[src/rtl/csr_consts.svh]
`ifndef CSR_CONSTS_SVH
`define CSR_CONSTS_SVH

// widths
`define DATA_WIDTH      32
`define CSR_ADDR_WIDTH  12
`define FUNC3_WIDTH     3

// machine CSR addresses
`define CSR_MSTATUS     12'h300
`define CSR_MIE         12'h304
`define CSR_MTVEC       12'h305
`define CSR_MSCRATCH    12'h340
`define CSR_MEPC        12'h341
`define CSR_MCAUSE      12'h342

// system instructions, funct3 == 0, selected by the immediate field
`define SYS_ECALL       12'h000
`define SYS_EBREAK      12'h001
`define SYS_MRET_ALT0   12'h002
`define SYS_MRET_ALT1   12'h102
`define SYS_MRET        12'h302
`define SYS_WFI         12'h105

// funct3 codes
`define F3_PRIV         3'b000
`define F3_CSRRW        3'b001
`define F3_CSRRS        3'b010
`define F3_CSRRC        3'b011
`define F3_CSRRWI       3'b101
`define F3_CSRRSI       3'b110
`define F3_CSRRCI       3'b111

// status bit positions
`define MSTATUS_MIE     3
`define MSTATUS_MPIE    7
`define MIE_MEIE        11

// mcause values
`define CAUSE_ECALL_M     32'd11
`define CAUSE_BREAKPOINT  32'd3
`define CAUSE_M_EXT_IRQ   32'h8000_000b

`endif

[src/rtl/csr_pkg.sv]
`include "csr_consts.svh"

package csr_pkg;

	// register and data word
	typedef logic [`DATA_WIDTH-1:0] xlen_t;

	// 12-bit CSR address field
	typedef logic [`CSR_ADDR_WIDTH-1:0] csr_addr_t;

	// operation field of a SYSTEM instruction
	typedef logic [`FUNC3_WIDTH-1:0] funct3_t;

endpackage

[src/rtl/trap_pkg.sv]
`include "csr_consts.svh"

package trap_pkg;

	// mcause value, bit 31 marks an interrupt
	typedef logic [`DATA_WIDTH-1:0] cause_t;

	// sleep state after wfi
	typedef enum logic {
		WFI_RUN,
		WFI_SLEEP
	} wfi_state_t;

endpackage

[src/rtl/csr_control.sv]
`timescale 1ns/100ps

`include "csr_consts.svh"

module csr_control (
	input  logic               valid_i,
	input  csr_pkg::funct3_t   funct3_i,
	input  csr_pkg::csr_addr_t csr_addr_i,
	input  csr_pkg::xlen_t     rs1_data_i,
	input  csr_pkg::xlen_t     imm_i,
	input  csr_pkg::xlen_t     rdata_i,
	output logic               csr_we_o,
	output csr_pkg::xlen_t     wdata_o,
	output logic               is_ecall_o,
	output logic               is_ebreak_o,
	output logic               is_mret_o,
	output logic               is_wfi_o
);

	import csr_pkg::*;

	xlen_t operand;
	logic  is_priv;

	// immediate forms have funct3[2] set
	assign operand = funct3_i[2] ? imm_i : rs1_data_i;
	assign is_priv = valid_i && (funct3_i == `F3_PRIV);

	always_comb begin
		wdata_o  = rdata_i;
		csr_we_o = 1'b0;
		case (funct3_i)
			`F3_CSRRW, `F3_CSRRWI: begin
				wdata_o  = operand;
				csr_we_o = valid_i;
			end
			`F3_CSRRS, `F3_CSRRSI: begin
				wdata_o  = rdata_i | operand;
				csr_we_o = valid_i;
			end
			`F3_CSRRC, `F3_CSRRCI: begin
				wdata_o  = rdata_i & ~operand;
				csr_we_o = valid_i;
			end
			default: begin
				wdata_o  = rdata_i;
				csr_we_o = 1'b0;
			end
		endcase
	end

	// privileged forms select one flag by address
	always_comb begin
		is_ecall_o  = 1'b0;
		is_ebreak_o = 1'b0;
		is_mret_o   = 1'b0;
		is_wfi_o    = 1'b0;
		if (is_priv) begin
			case (csr_addr_i)
				`SYS_ECALL: begin
					is_ecall_o = 1'b1;
				end
				`SYS_EBREAK: begin
					is_ebreak_o = 1'b1;
				end
				`SYS_MRET, `SYS_MRET_ALT0, `SYS_MRET_ALT1: begin
					is_mret_o = 1'b1;
				end
				`SYS_WFI: begin
					is_wfi_o = 1'b1;
				end
				default: begin
					is_ecall_o = 1'b0;
				end
			endcase
		end
	end

	// the trap block relies on exclusive flags
	always_comb begin
		assert #0 ($onehot0({is_ecall_o, is_ebreak_o, is_mret_o, is_wfi_o, csr_we_o}))
		else $error("csr_control: system flags not exclusive with write enable");
	end

endmodule

[src/rtl/csr_regfile.sv]
`timescale 1ns/100ps

`include "csr_consts.svh"

module csr_regfile (
	input  logic               clk,
	input  logic               reset_i,
	input  csr_pkg::csr_addr_t csr_addr_i,
	input  logic               csr_we_i,
	input  csr_pkg::xlen_t     wdata_i,
	input  logic               trap_we_i,
	input  csr_pkg::xlen_t     trap_mepc_i,
	input  trap_pkg::cause_t   trap_mcause_i,
	input  logic               mret_we_i,
	output csr_pkg::xlen_t     rdata_o,
	output csr_pkg::xlen_t     mtvec_o,
	output csr_pkg::xlen_t     mepc_o,
	output logic               mstatus_mie_o,
	output logic               mie_meie_o
);

	import csr_pkg::*;
	import trap_pkg::*;

	// only the implemented fields are stored
	logic   mstatus_mie;
	logic   mstatus_mpie;
	logic   mie_meie;
	xlen_t  mtvec;
	xlen_t  mscratch;
	xlen_t  mepc;
	cause_t mcause;

	xlen_t mstatus_val;
	xlen_t mie_val;

	always_comb begin
		mstatus_val = '0;
		mstatus_val[`MSTATUS_MIE]  = mstatus_mie;
		mstatus_val[`MSTATUS_MPIE] = mstatus_mpie;
		mie_val = '0;
		mie_val[`MIE_MEIE] = mie_meie;
	end

	always_comb begin
		case (csr_addr_i)
			`CSR_MSTATUS:  rdata_o = mstatus_val;
			`CSR_MIE:      rdata_o = mie_val;
			`CSR_MTVEC:    rdata_o = mtvec;
			`CSR_MSCRATCH: rdata_o = mscratch;
			`CSR_MEPC:     rdata_o = mepc;
			`CSR_MCAUSE:   rdata_o = mcause;
			default:       rdata_o = '0;
		endcase
	end

	always_ff @(posedge clk) begin
		if (reset_i) begin
			mstatus_mie  <= 1'b0;
			mstatus_mpie <= 1'b0;
			mie_meie     <= 1'b0;
			mtvec        <= '0;
			mscratch     <= '0;
			mepc         <= '0;
			mcause       <= '0;
		end else if (trap_we_i) begin
			// trap entry stacks the interrupt enable
			mstatus_mpie <= mstatus_mie;
			mstatus_mie  <= 1'b0;
			mepc         <= {trap_mepc_i[`DATA_WIDTH-1:2], 2'b00};
			mcause       <= trap_mcause_i;
		end else if (mret_we_i) begin
			mstatus_mie  <= mstatus_mpie;
			mstatus_mpie <= 1'b1;
		end else if (csr_we_i) begin
			case (csr_addr_i)
				`CSR_MSTATUS: begin
					mstatus_mie  <= wdata_i[`MSTATUS_MIE];
					mstatus_mpie <= wdata_i[`MSTATUS_MPIE];
				end
				`CSR_MIE: begin
					mie_meie <= wdata_i[`MIE_MEIE];
				end
				`CSR_MTVEC: begin
					// direct mode only
					mtvec <= {wdata_i[`DATA_WIDTH-1:2], 2'b00};
				end
				`CSR_MSCRATCH: begin
					mscratch <= wdata_i;
				end
				`CSR_MEPC: begin
					mepc <= {wdata_i[`DATA_WIDTH-1:2], 2'b00};
				end
				`CSR_MCAUSE: begin
					mcause <= wdata_i;
				end
				default: begin
					mscratch <= mscratch;
				end
			endcase
		end
	end

	assign mtvec_o       = mtvec;
	assign mepc_o        = mepc;
	assign mstatus_mie_o = mstatus_mie;
	assign mie_meie_o    = mie_meie;

	// decode and trap control must never claim the same edge
	a_no_write_clash: assert property (
		@(posedge clk) disable iff (reset_i)
		!(trap_we_i && (csr_we_i || mret_we_i))
	) else $error("csr_regfile: trap write collides with instruction write");

endmodule

[src/rtl/csr_unit.sv]
`timescale 1ns/100ps

module csr_unit (
	input  logic               clk,
	input  logic               reset_i,
	input  logic               valid_i,
	input  csr_pkg::funct3_t   funct3_i,
	input  csr_pkg::csr_addr_t csr_addr_i,
	input  csr_pkg::xlen_t     rs1_data_i,
	input  csr_pkg::xlen_t     imm_i,
	input  csr_pkg::xlen_t     pc_i,
	input  logic               irq_i,
	output csr_pkg::xlen_t     rd_data_o,
	output logic               redirect_o,
	output csr_pkg::xlen_t     redirect_pc_o,
	output logic               stall_o
);

	import csr_pkg::*;
	import trap_pkg::*;

	logic   exec_valid;
	logic   csr_we;
	xlen_t  wdata;
	logic   is_ecall;
	logic   is_ebreak;
	logic   is_mret;
	logic   is_wfi;
	logic   trap_we;
	xlen_t  trap_mepc;
	cause_t trap_mcause;
	logic   mret_we;
	xlen_t  mtvec;
	xlen_t  mepc;
	logic   mstatus_mie;
	logic   mie_meie;

	// held instruction does not execute while asleep
	assign exec_valid = valid_i && !stall_o;

	// old value goes out as rd and back into the decode
	csr_control u_csr_control (
		.valid_i     (exec_valid),
		.funct3_i    (funct3_i),
		.csr_addr_i  (csr_addr_i),
		.rs1_data_i  (rs1_data_i),
		.imm_i       (imm_i),
		.rdata_i     (rd_data_o),
		.csr_we_o    (csr_we),
		.wdata_o     (wdata),
		.is_ecall_o  (is_ecall),
		.is_ebreak_o (is_ebreak),
		.is_mret_o   (is_mret),
		.is_wfi_o    (is_wfi)
	);

	csr_regfile u_csr_regfile (
		.clk           (clk),
		.reset_i       (reset_i),
		.csr_addr_i    (csr_addr_i),
		.csr_we_i      (csr_we),
		.wdata_i       (wdata),
		.trap_we_i     (trap_we),
		.trap_mepc_i   (trap_mepc),
		.trap_mcause_i (trap_mcause),
		.mret_we_i     (mret_we),
		.rdata_o       (rd_data_o),
		.mtvec_o       (mtvec),
		.mepc_o        (mepc),
		.mstatus_mie_o (mstatus_mie),
		.mie_meie_o    (mie_meie)
	);

	trap_ctrl u_trap_ctrl (
		.clk           (clk),
		.reset_i       (reset_i),
		.valid_i       (valid_i),
		.pc_i          (pc_i),
		.irq_i         (irq_i),
		.is_ecall_i    (is_ecall),
		.is_ebreak_i   (is_ebreak),
		.is_mret_i     (is_mret),
		.is_wfi_i      (is_wfi),
		.mtvec_i       (mtvec),
		.mepc_i        (mepc),
		.mstatus_mie_i (mstatus_mie),
		.mie_meie_i    (mie_meie),
		.trap_we_o     (trap_we),
		.trap_mepc_o   (trap_mepc),
		.trap_mcause_o (trap_mcause),
		.mret_we_o     (mret_we),
		.redirect_o    (redirect_o),
		.redirect_pc_o (redirect_pc_o),
		.stall_o       (stall_o)
	);

endmodule

[src/rtl/trap_ctrl.sv]
`timescale 1ns/100ps

`include "csr_consts.svh"

module trap_ctrl (
	input  logic             clk,
	input  logic             reset_i,
	input  logic             valid_i,
	input  csr_pkg::xlen_t   pc_i,
	input  logic             irq_i,
	input  logic             is_ecall_i,
	input  logic             is_ebreak_i,
	input  logic             is_mret_i,
	input  logic             is_wfi_i,
	input  csr_pkg::xlen_t   mtvec_i,
	input  csr_pkg::xlen_t   mepc_i,
	input  logic             mstatus_mie_i,
	input  logic             mie_meie_i,
	output logic             trap_we_o,
	output csr_pkg::xlen_t   trap_mepc_o,
	output trap_pkg::cause_t trap_mcause_o,
	output logic             mret_we_o,
	output logic             redirect_o,
	output csr_pkg::xlen_t   redirect_pc_o,
	output logic             stall_o
);

	import csr_pkg::*;
	import trap_pkg::*;

	wfi_state_t state;
	logic       sleeping;
	logic       accept;
	logic       take_ecall;
	logic       take_ebreak;
	logic       take_mret;
	logic       take_wfi;
	logic       take_irq;
	logic       take_any;
	xlen_t      target;

	assign sleeping = (state == WFI_SLEEP);

	// held instruction is ignored while asleep
	// and the slot after a redirect is wrong-path
	assign accept = !sleeping && !redirect_o;

	assign take_ecall  = accept && is_ecall_i;
	assign take_ebreak = accept && is_ebreak_i;
	assign take_mret   = accept && is_mret_i;
	assign take_wfi    = accept && is_wfi_i;
	assign take_irq    = accept && !valid_i && irq_i && mstatus_mie_i && mie_meie_i;
	assign take_any    = take_ecall || take_ebreak || take_mret || take_irq;

	assign trap_we_o   = take_ecall || take_ebreak || take_irq;
	assign trap_mepc_o = pc_i;
	assign mret_we_o   = take_mret;

	always_comb begin
		if (take_ecall) begin
			trap_mcause_o = `CAUSE_ECALL_M;
		end else if (take_ebreak) begin
			trap_mcause_o = `CAUSE_BREAKPOINT;
		end else begin
			trap_mcause_o = `CAUSE_M_EXT_IRQ;
		end
	end

	assign target = take_mret ? mepc_i : mtvec_i;

	always_ff @(posedge clk) begin
		if (reset_i) begin
			redirect_o <= 1'b0;
		end else begin
			redirect_o <= take_any;
		end
	end

	always_ff @(posedge clk) begin
		if (take_any) begin
			redirect_pc_o <= target;
		end
	end

	// wake on any irq level, enabled or not
	always_ff @(posedge clk) begin
		if (reset_i) begin
			state <= WFI_RUN;
		end else begin
			case (state)
				WFI_RUN: begin
					if (take_wfi) begin
						state <= WFI_SLEEP;
					end
				end
				WFI_SLEEP: begin
					if (irq_i) begin
						state <= WFI_RUN;
					end
				end
				default: begin
					state <= WFI_RUN;
				end
			endcase
		end
	end

	assign stall_o = sleeping;

	a_redirect_pulse: assert property (
		@(posedge clk) disable iff (reset_i)
		redirect_o |=> !redirect_o
	) else $error("trap_ctrl: redirect held for two cycles");

endmodule

[config.mk]
export PLATFORM = sky130hd
export DESIGN_NAME = csr_unit
export DESIGN_NICKNAME = d
export VERILOG_FILES = /design/src/rtl/csr_pkg.sv /design/src/rtl/trap_pkg.sv /design/src/rtl/csr_control.sv /design/src/rtl/csr_regfile.sv /design/src/rtl/csr_unit.sv /design/src/rtl/trap_ctrl.sv
export VERILOG_INCLUDE_DIRS = /design/src /design/src/rtl
export SDC_FILE = /design/constraint.sdc
export NUM_CORES = 1
export LEC_CHECK = 0
export ABC_AREA = 1
export BUFFER_PORTS_ARGS = -buffer_cell sky130_fd_sc_hd__buf_2
export CORE_MARGIN = 2
export CORE_UTILIZATION = 50
export CTS_CLUSTER_DIAMETER = 100
export CTS_CLUSTER_SIZE = 40
export DETAILED_ROUTE_END_ITERATION = 10
export PLACE_DENSITY_LB_ADDON = 0.2
export SYNTH_ARGS = -nofsm -noshare
export SYNTH_HDL_FRONTEND = slang
export SYNTH_SLANG_ARGS = --single-unit
[constraint.sdc]
create_clock -name clk -period 2.05 [get_ports clk]
set_clock_uncertainty 0.15 [all_clocks]
set_input_delay 0.1025 -clock clk [delete_from_list [all_inputs] [get_ports clk]]
set_output_delay 0.1025 -clock clk [all_outputs]
set_load 0.05 [all_outputs]
==> flow_summary.json, run 1 <==
{
  "status": "finished, final reports clean",
  "numCtsBuffers": 17,
  "cts-htree-levels": 4,
  "layout-drive-gt1-share_pct": 20.0,
  "yosysMostFrequentCell": "nand2_1",
  "synth_edf_count": 30,
  "switching_power_mw": 1.71,
  "totalWireLength_um": 29200,
  "critPathCaptureType": "flip-flop",
  "die_w_um": 137,
  "io_pins": 181,
  "grtUsageTotal_pct": 31.3,
  "antenna_left": 0,
  "clk_latency_ns": 0.44,
  "cts_tree": "yes",
  "root_buffer": "clkbuf_16",
  "antennaDiodeCount": 0,
  "grt_overflow": 0,
  "p_total_mw": 7.32,
  "clkSlewWorstSetupHoldPaths_ns": 0.06,
  "p_comb_share_pct": 7.6,
  "crit_arrival_ns": 2.24,
  "syn_inst": 1357,
  "fin_ws_ns": 0.0208,
  "routed_via_density": 5.43,
  "ir_drop_uv": 671,
  "dieHeight_um": 137,
  "crit-reg2reg-capture": "u_csr_regfile.mepc_o[28]$_SDFFE_PP0P_",
  "stdcell_area_um2": 11200,
  "whs_ns": 0.00524,
  "seqPwrFrac_pct": 43.3,
  "final_util_pct": 64.9,
  "synth_area_um2": 8860,
  "clkPwrFrac_pct": 49.1,
  "io_buffers": 176,
  "synth_top_cell_area_share_pct": 29.1,
  "grt_max_degree": 92,
  "synth_warnings": 0,
  "slew_headroom_pct": 60.2,
  "setup_tns_ns": 0,
  "hold_violations": 0,
  "swShare_pct": 23.3,
  "rows": 48,
  "crit_type": "flip-flop to flip-flop",
  "async_reset_ff_share_pct": 0,
  "yosysUniqueCellTypes": 36,
  "p_leak_nw": 5.61,
  "cap_violations": 0,
  "worstHoldStart": "rs1_data_i[0]",
  "power_density_nw_per_um2": 652,
  "wl_per_cell_um": 16.3,
  "required_ns": 2.26,
  "worstMarginPinSlew_ns": 0.595,
  "core_area_um2": 17300,
  "layout.nets": 1672,
  "hold_depth": 7,
  "rsz0062_at_grt": "true",
  "max_freq_mhz": 493,
  "place_inst": 1727,
  "ff2ff_setup_slack_ns": 0.02,
  "synth_ff_type": "dfxtp_1",
  "start_util_pct": 51.3,
  "first_pass_iters": 5,
  "ys_top_cells_by_count": "473 x nand2_1, 129 x dfxtp_1, 121 x inv_1, 106 x nand3_1, 101 x o21ai_0",
  "die-area_um2": 18800,
  "hp-class": "input port to flip-flop",
  "drc": 0,
  "fill_cells": 1549,
  "fin_crit_ns": 2.03,
  "ys_ff_latch": 159,
  "crit-reg2reg-launch": "u_trap_ctrl.redirect_o$_SDFF_PP0_",
  "yosysSeqAreaShare_pct": 39.3,
  "grt_pass1_wl_um": 45100,
  "antenna_found_initial": 0,
  "final_cells": 1795,
  "min_period_over_period_pct": 99.0,
  "ff2ff_path_depth": 9,
  "setup_viol": 0,
  "min_to": "u_csr_regfile.mcause[0]$_SDFFE_PP0P_",
  "yosys-top-cells-area": "dfxtp_1 29%, nand2_1 20%, edfxtp_1 10%, nand3_1 6.0%, o21ai_0 5.7%",
  "placed_cell_area_um2": 10100,
  "intPower_mw": 5.62,
  "drt_iter0_markers": 1017,
  "post-place-ws_ns": -0.126,
  "synth.avg_cell_area_um2": 6.53,
  "dpl.hpwl_um": 18400,
  "clock_tree.buffer_depth": 2,
  "start_kind": "flip-flop",
  "cts_sinks": 159,
  "vias": 9752,
  "crit_path_max_fanout": 20,
  "gp_congestion": 0.933,
  "grt_pass1_vias": 8874,
  "critical_path.startpoint": "u_trap_ctrl.redirect_o$_SDFF_PP0_",
  "syn_to_final_growth_pct": 26.6,
  "timing.final.max_slew_violations": 0,
  "synth_largest_area_cell": "dfxtp_1"
}
per-layer routing:
metal / wire length [µm] / GRT usage [%] / vias to the layer above
li1: - / - / 4761
met1: 11900 / 41.5 / 4400
met3: 2800 / 4.74 / 68
met5: 0 / 0 / -
met4: 687 / 12.9 / 0
met2: 13800 / 50.8 / 523
registers in the layout, indices dropped and copies added, names as in the netlist:
signal / count
u_csr_regfile.mstatus_mpie: 1
u_csr_regfile.mscratch: 32
u_csr_regfile.mcause: 32
u_csr_regfile.mstatus_mie_o: 1
u_csr_regfile.mtvec_o: 30
u_trap_ctrl.redirect_o: 1
u_csr_regfile.mepc_o: 30
u_csr_regfile.mie_meie_o: 1
u_trap_ctrl.redirect_pc_o: 30
u_trap_ctrl.stall_o: 1
how the worst max path moves through the flow:
stage          depth (start not counted)                                      end  slack (ns)
5_1_grt                               10    u_csr_regfile.mcause[22]$_SDFFE_PP0P_       -0.04
3_5_place_dp                          10    u_csr_regfile.mepc_o[24]$_SDFFE_PP0P_       -0.13
3_3_place_gp                          10    u_csr_regfile.mepc_o[25]$_SDFFE_PP0P_       -0.03
6_report                               9    u_csr_regfile.mepc_o[28]$_SDFFE_PP0P_        0.02
4_1_cts                                9    u_csr_regfile.mepc_o[28]$_SDFFE_PP0P_        0.02
2_1_floorplan                         10  u_csr_regfile.mstatus_mpie$_SDFFE_PP0P_        0.08
cell usage in the layout (no fill, tap or decap), types with 3 or more instances in the layout:
cell / Yosys / layout
o21bai_1: 8 / 8
nand3_1: 106 / 105
dfxtp_1: 129 / 127
buf_12: 0 / 13
o21ai_0: 101 / 101
clkbuf_4: 0 / 4
nor2_4: 7 / 13
nand2_2: 3 / 4
inv_2: 10 / 10
nand2_1: 473 / 471
buf_4: 14 / 41
nand4_1: 28 / 28
o21ai_1: 56 / 56
clkinv_4: 0 / 3
bufinv_16: 0 / 5
a21oi_1: 99 / 99
dlygate4sd3_1: 0 / 32
nor2_2: 6 / 4
nor2_1: 75 / 72
inv_1: 121 / 121
edfxtp_1: 30 / 30
clkbuf_16: 0 / 17
or2_2: 4 / 4
buf_2: 18 / 171
repair_timing:
item	in CTS	in global routing
pin swaps	3	3
gates resized for setup	3	10
setup buffers	1	2
setup endpoints to repair	32	79
cloned	1	0
hold buffers	32	0
endpoints found under the hold margin	31	0
cell families after synthesis:
| logic type | count (synthesis) | share of synthesized area (%) |
|---|---|---|
| buf+inv | 217 | 10.8 |
| mux | 1 | 0.113 |
| simple gates | 712 | 34.4 |
| compound gates | 267 | 15.4 |
| flops | 159 | 39.3 |
| other cells | 1 | 0.0423 |
cell type report:
class	count	area [µm²]	share of cell area (%)
well taps	225	282	2.51
clock buffers	19	453	4.03
clock inverters	13	209	1.86
multi-input cells	983	4490	40.0
repair buffers	263	1800	16.0
flip-flops and latches	159	3490	31.1
inverters	133	507	4.51
power groups by stage:
stage	clock [mW]	sequential [mW]	combinational, mW
after floorplan	0	3.24	0.265
after global placement	0	3.24	0.491
after detailed placement	0	3.24	0.495
after CTS	3.60	3.17	0.543
after global routing	3.74	3.17	0.608
final	3.60	3.17	0.553
worst max-delay path, cell delays in order, from the launching register on:
cell     delay (ns)
dfxtp_2        0.32
or2_4          0.27
nor3_2         0.17
nand2_2        0.11
nand3_4        0.15
buf_4          0.32
nand2_1        0.16
nand2_1        0.10
inv_1          0.04
a21oi_1        0.14
No activity file was read; power rests on OpenSTA's default activity.
==> run 2, diff against run 1 <==
--- a/config.mk
+++ b/config.mk
@@ -8,3 +8,2 @@
 export LEC_CHECK = 0
-export ABC_AREA = 1
 export BUFFER_PORTS_ARGS = -buffer_cell sky130_fd_sc_hd__buf_2
--- a/constraint.sdc
+++ b/constraint.sdc
@@ -4,2 +4,2 @@
 set_output_delay 0.1025 -clock clk [all_outputs]
-set_load 0.05 [all_outputs]
+set_load 0.02 [all_outputs]
==> run 2 against run 1 <==
  * The run now ends with negative setup slack left
  * Synthesized cell count shrank 32%
  * Largest cell class unchanged
  * Final area grew 2.3%
  * Register-to-register slack is essentially flat
  * Total power shrank 2.4%
==> flow_summary.json, run 2 <==
{
  "setup_viol": 1,
  "grt_max_degree": 35,
  "hp-class": "input port to flip-flop",
  "synth_largest_area_cell": "dfxtp_1",
  "power_density_nw_per_um2": 622,
  "clk_latency_ns": 0.43,
  "synth_ff_type": "dfxtp_1",
  "first_pass_iters": 7,
  "final_common_cell": "nand2_1",
  "cts-htree-levels": 4,
  "synth_area_um2": 8300,
  "cts_tree": "yes",
  "dpl.hpwl_um": 18900,
  "synth.avg_cell_area_um2": 8.96,
  "yosysSeqAreaShare_pct": 42.0,
  "dieHeight_um": 133,
  "setup_tns_ns": -0.00174,
  "ff2ff_path_depth": 6,
  "fin_ws_ns": -0.00174,
  "p_leak_nw": 4.69,
  "totalWireLength_um": 28700,
  "timing.final.max_slew_violations": 0,
  "synth_top_cell_area_share_pct": 31.1,
  "min_period_over_period_pct": 100,
  "required_ns": 1.80,
  "min_to": "u_csr_regfile.mcause[31]$_SDFFE_PP0P_",
  "max_freq_mhz": 487,
  "final_cell_mix": "153 x nand2_1, 152 x buf_2, 128 x dfxtp_1",
  "cts_sinks": 159,
  "layout-drive-gt1-share_pct": 36.0,
  "hold_depth": 4,
  "crit_type": "input port to primary output",
  "yosysUniqueCellTypes": 57,
  "async_reset_ff_share_pct": 0,
  "crit_arrival_ns": 1.80,
  "antenna_left": 0,
  "status": "finished, violations left",
  "clkSlewWorstSetupHoldPaths_ns": 0.06,
  "drc": 0,
  "layout.nets": 1303,
  "ys_top_cells_by_count": "156 x nand2_1, 129 x dfxtp_1, 129 x o21ai_0, 54 x nor2_1, 43 x o21ai_1",
  "crit-reg2reg-launch": "u_trap_ctrl.stall_o$_SDFF_PP0_",
  "grt_pass1_wl_um": 42600,
  "start_kind": "input port",
  "start_util_pct": 50.6,
  "grtUsageTotal_pct": 31.2,
  "ys_ff_latch": 159,
  "core_area_um2": 16400,
  "synth_edf_count": 30,
  "antennaDiodeCount": 0,
  "ir_drop_uv": 620,
  "clock_tree.buffer_depth": 2,
  "die_w_um": 133,
  "reg_top3": "u_csr_regfile.mcause: 32 flops, u_csr_regfile.mscratch: 32 flops",
  "yosys-top-cells-area": "dfxtp_1 31%, edfxtp_1 11%, o21ai_0 7.8%, nand2_1 7.1%, mux2i_1 4.6%",
  "grt_pass1_vias": 7823,
  "cap_violations": 0,
  "drt_iter0_markers": 795,
  "post-place-ws_ns": -0.245,
  "antenna_found_initial": 0,
  "grt_overflow": 0,
  "gp_congestion": 0.934,
  "rsz0062_at_grt": "true",
  "crit-reg2reg-capture": "u_trap_ctrl.redirect_pc_o[16]$_DFFE_PP_",
  "io_pins": 181,
  "numCtsBuffers": 17,
  "synth_warnings": 0,
  "hold_violations": 0,
  "rows": 47,
  "violations": "negative setup slack",
  "ff2ff_setup_slack_ns": 0.01,
  "vias": 8277,
  "syn_inst": 926,
  "yosysMostFrequentCell": "nand2_1",
  "fin_crit_ns": 2.05,
  "slew_headroom_pct": 62.4,
  "crit_path_max_fanout": 7,
  "wl_per_cell_um": 20.2,
  "die-area_um2": 17600,
  "worstHoldStart": "valid_i",
  "root_buffer": "clkbuf_16",
  "worstMarginPinSlew_ns": 0.563,
  "syn_to_final_growth_pct": 38.4,
  "routed_via_density": 5.82,
  "io_buffers": 176,
  "critPathCaptureType": "primary output"
}
-- run 2: per-layer routing --
metal,GRT usage (%),part of all wire [%],vias to the layer above
met5,0,0,-
met4,8.18,1.9,0
met3,7.09,9.6,51
met2,52.5,47,434
met1,40.6,41,3913
li1,-,-,3879
-- run 2: critical path: stages --
cell and delay (ns):
buf_2 0.11, or4_4 0.53, buf_6 0.15, nor3_4 0.19
buf_6 0.15, buf_12 0.15, buf_6 0.12, nand2_1 0.06
o21ai_2 0.09, buf_6 0.14
-- run 2: where the power goes --
part / total, mW / leakage [nW] / switching [mW] / internal [mW]
Sequential: 3.17 / 1.38 / 0.000127 / 3.17
Clock: 3.20 / 0.300 / 1.28 / 1.92
Combinational: 0.777 / 3.01 / 0.444 / 0.333
Total: 7.14 / 4.69 / 1.72 / 5.42
-- run 2: stage by stage --
stage	power [mW]	std cells	cell area, µm²	hold slack, ns	util, %
after floorplan	3.61	927	8400	0.135	-
after global placement	3.94	1344	10200	0.244	61.9
after detailed placement	3.95	1344	10200	0.242	61.9
after CTS	7.13	1408	11100	0.00810	67.7
after global routing	7.36	1421	11500	0.0463	70.0
final	7.14	1421	11500	0.0345	70.0
-- run 2: cell type report --
type	instances	area, µm²
multi-input combinational	681	4650
clock inverter	8	71.3
inverter	6	22.5
clock buffer	24	526
fill	1298	4930
tap	220	275
timing repair buffer	323	2450
sequential	159	3480
-- run 2: worst max path at each step --
stage	from	to	slack [ns]	cells past startpoint
2_1_floorplan	csr_addr_i[2]	u_csr_regfile.mepc_o[12]$_SDFFE_PP0P_	-0.15	8
3_3_place_gp	csr_addr_i[7]	u_trap_ctrl.redirect_pc_o[28]$_DFFE_PP_	-0.21	7
3_5_place_dp	csr_addr_i[7]	u_csr_regfile.mstatus_mpie$_SDFFE_PP0P_	-0.25	9
4_1_cts	csr_addr_i[7]	rd_data_o[6]	0.02	9
5_1_grt	u_trap_ctrl.stall_o$_SDFF_PP0_	u_trap_ctrl.redirect_pc_o[16]$_DFFE_PP_	-0.04	6
6_report	csr_addr_i[6]	rd_data_o[29]	-0.002	10
-- run 2: kinds of logic after synthesis --
logic type,share of synthesized area (%)
other cells,0.0452
buf+inv,5.50
flops,42.0
compound gates,22.0
xor+xnor,3.06
simple gates,19.0
mux,8.38
-- run 2: what timing repair did --
item | CTS | global route
resized for setup | 6 | 72
endpoints found under the hold margin | 31 | 0
setup endpoints to repair | 37 | 96
pin swaps | 0 | 4
setup buffers | 0 | 11
hold buffers | 32 | 0
gates cloned | 0 | 3
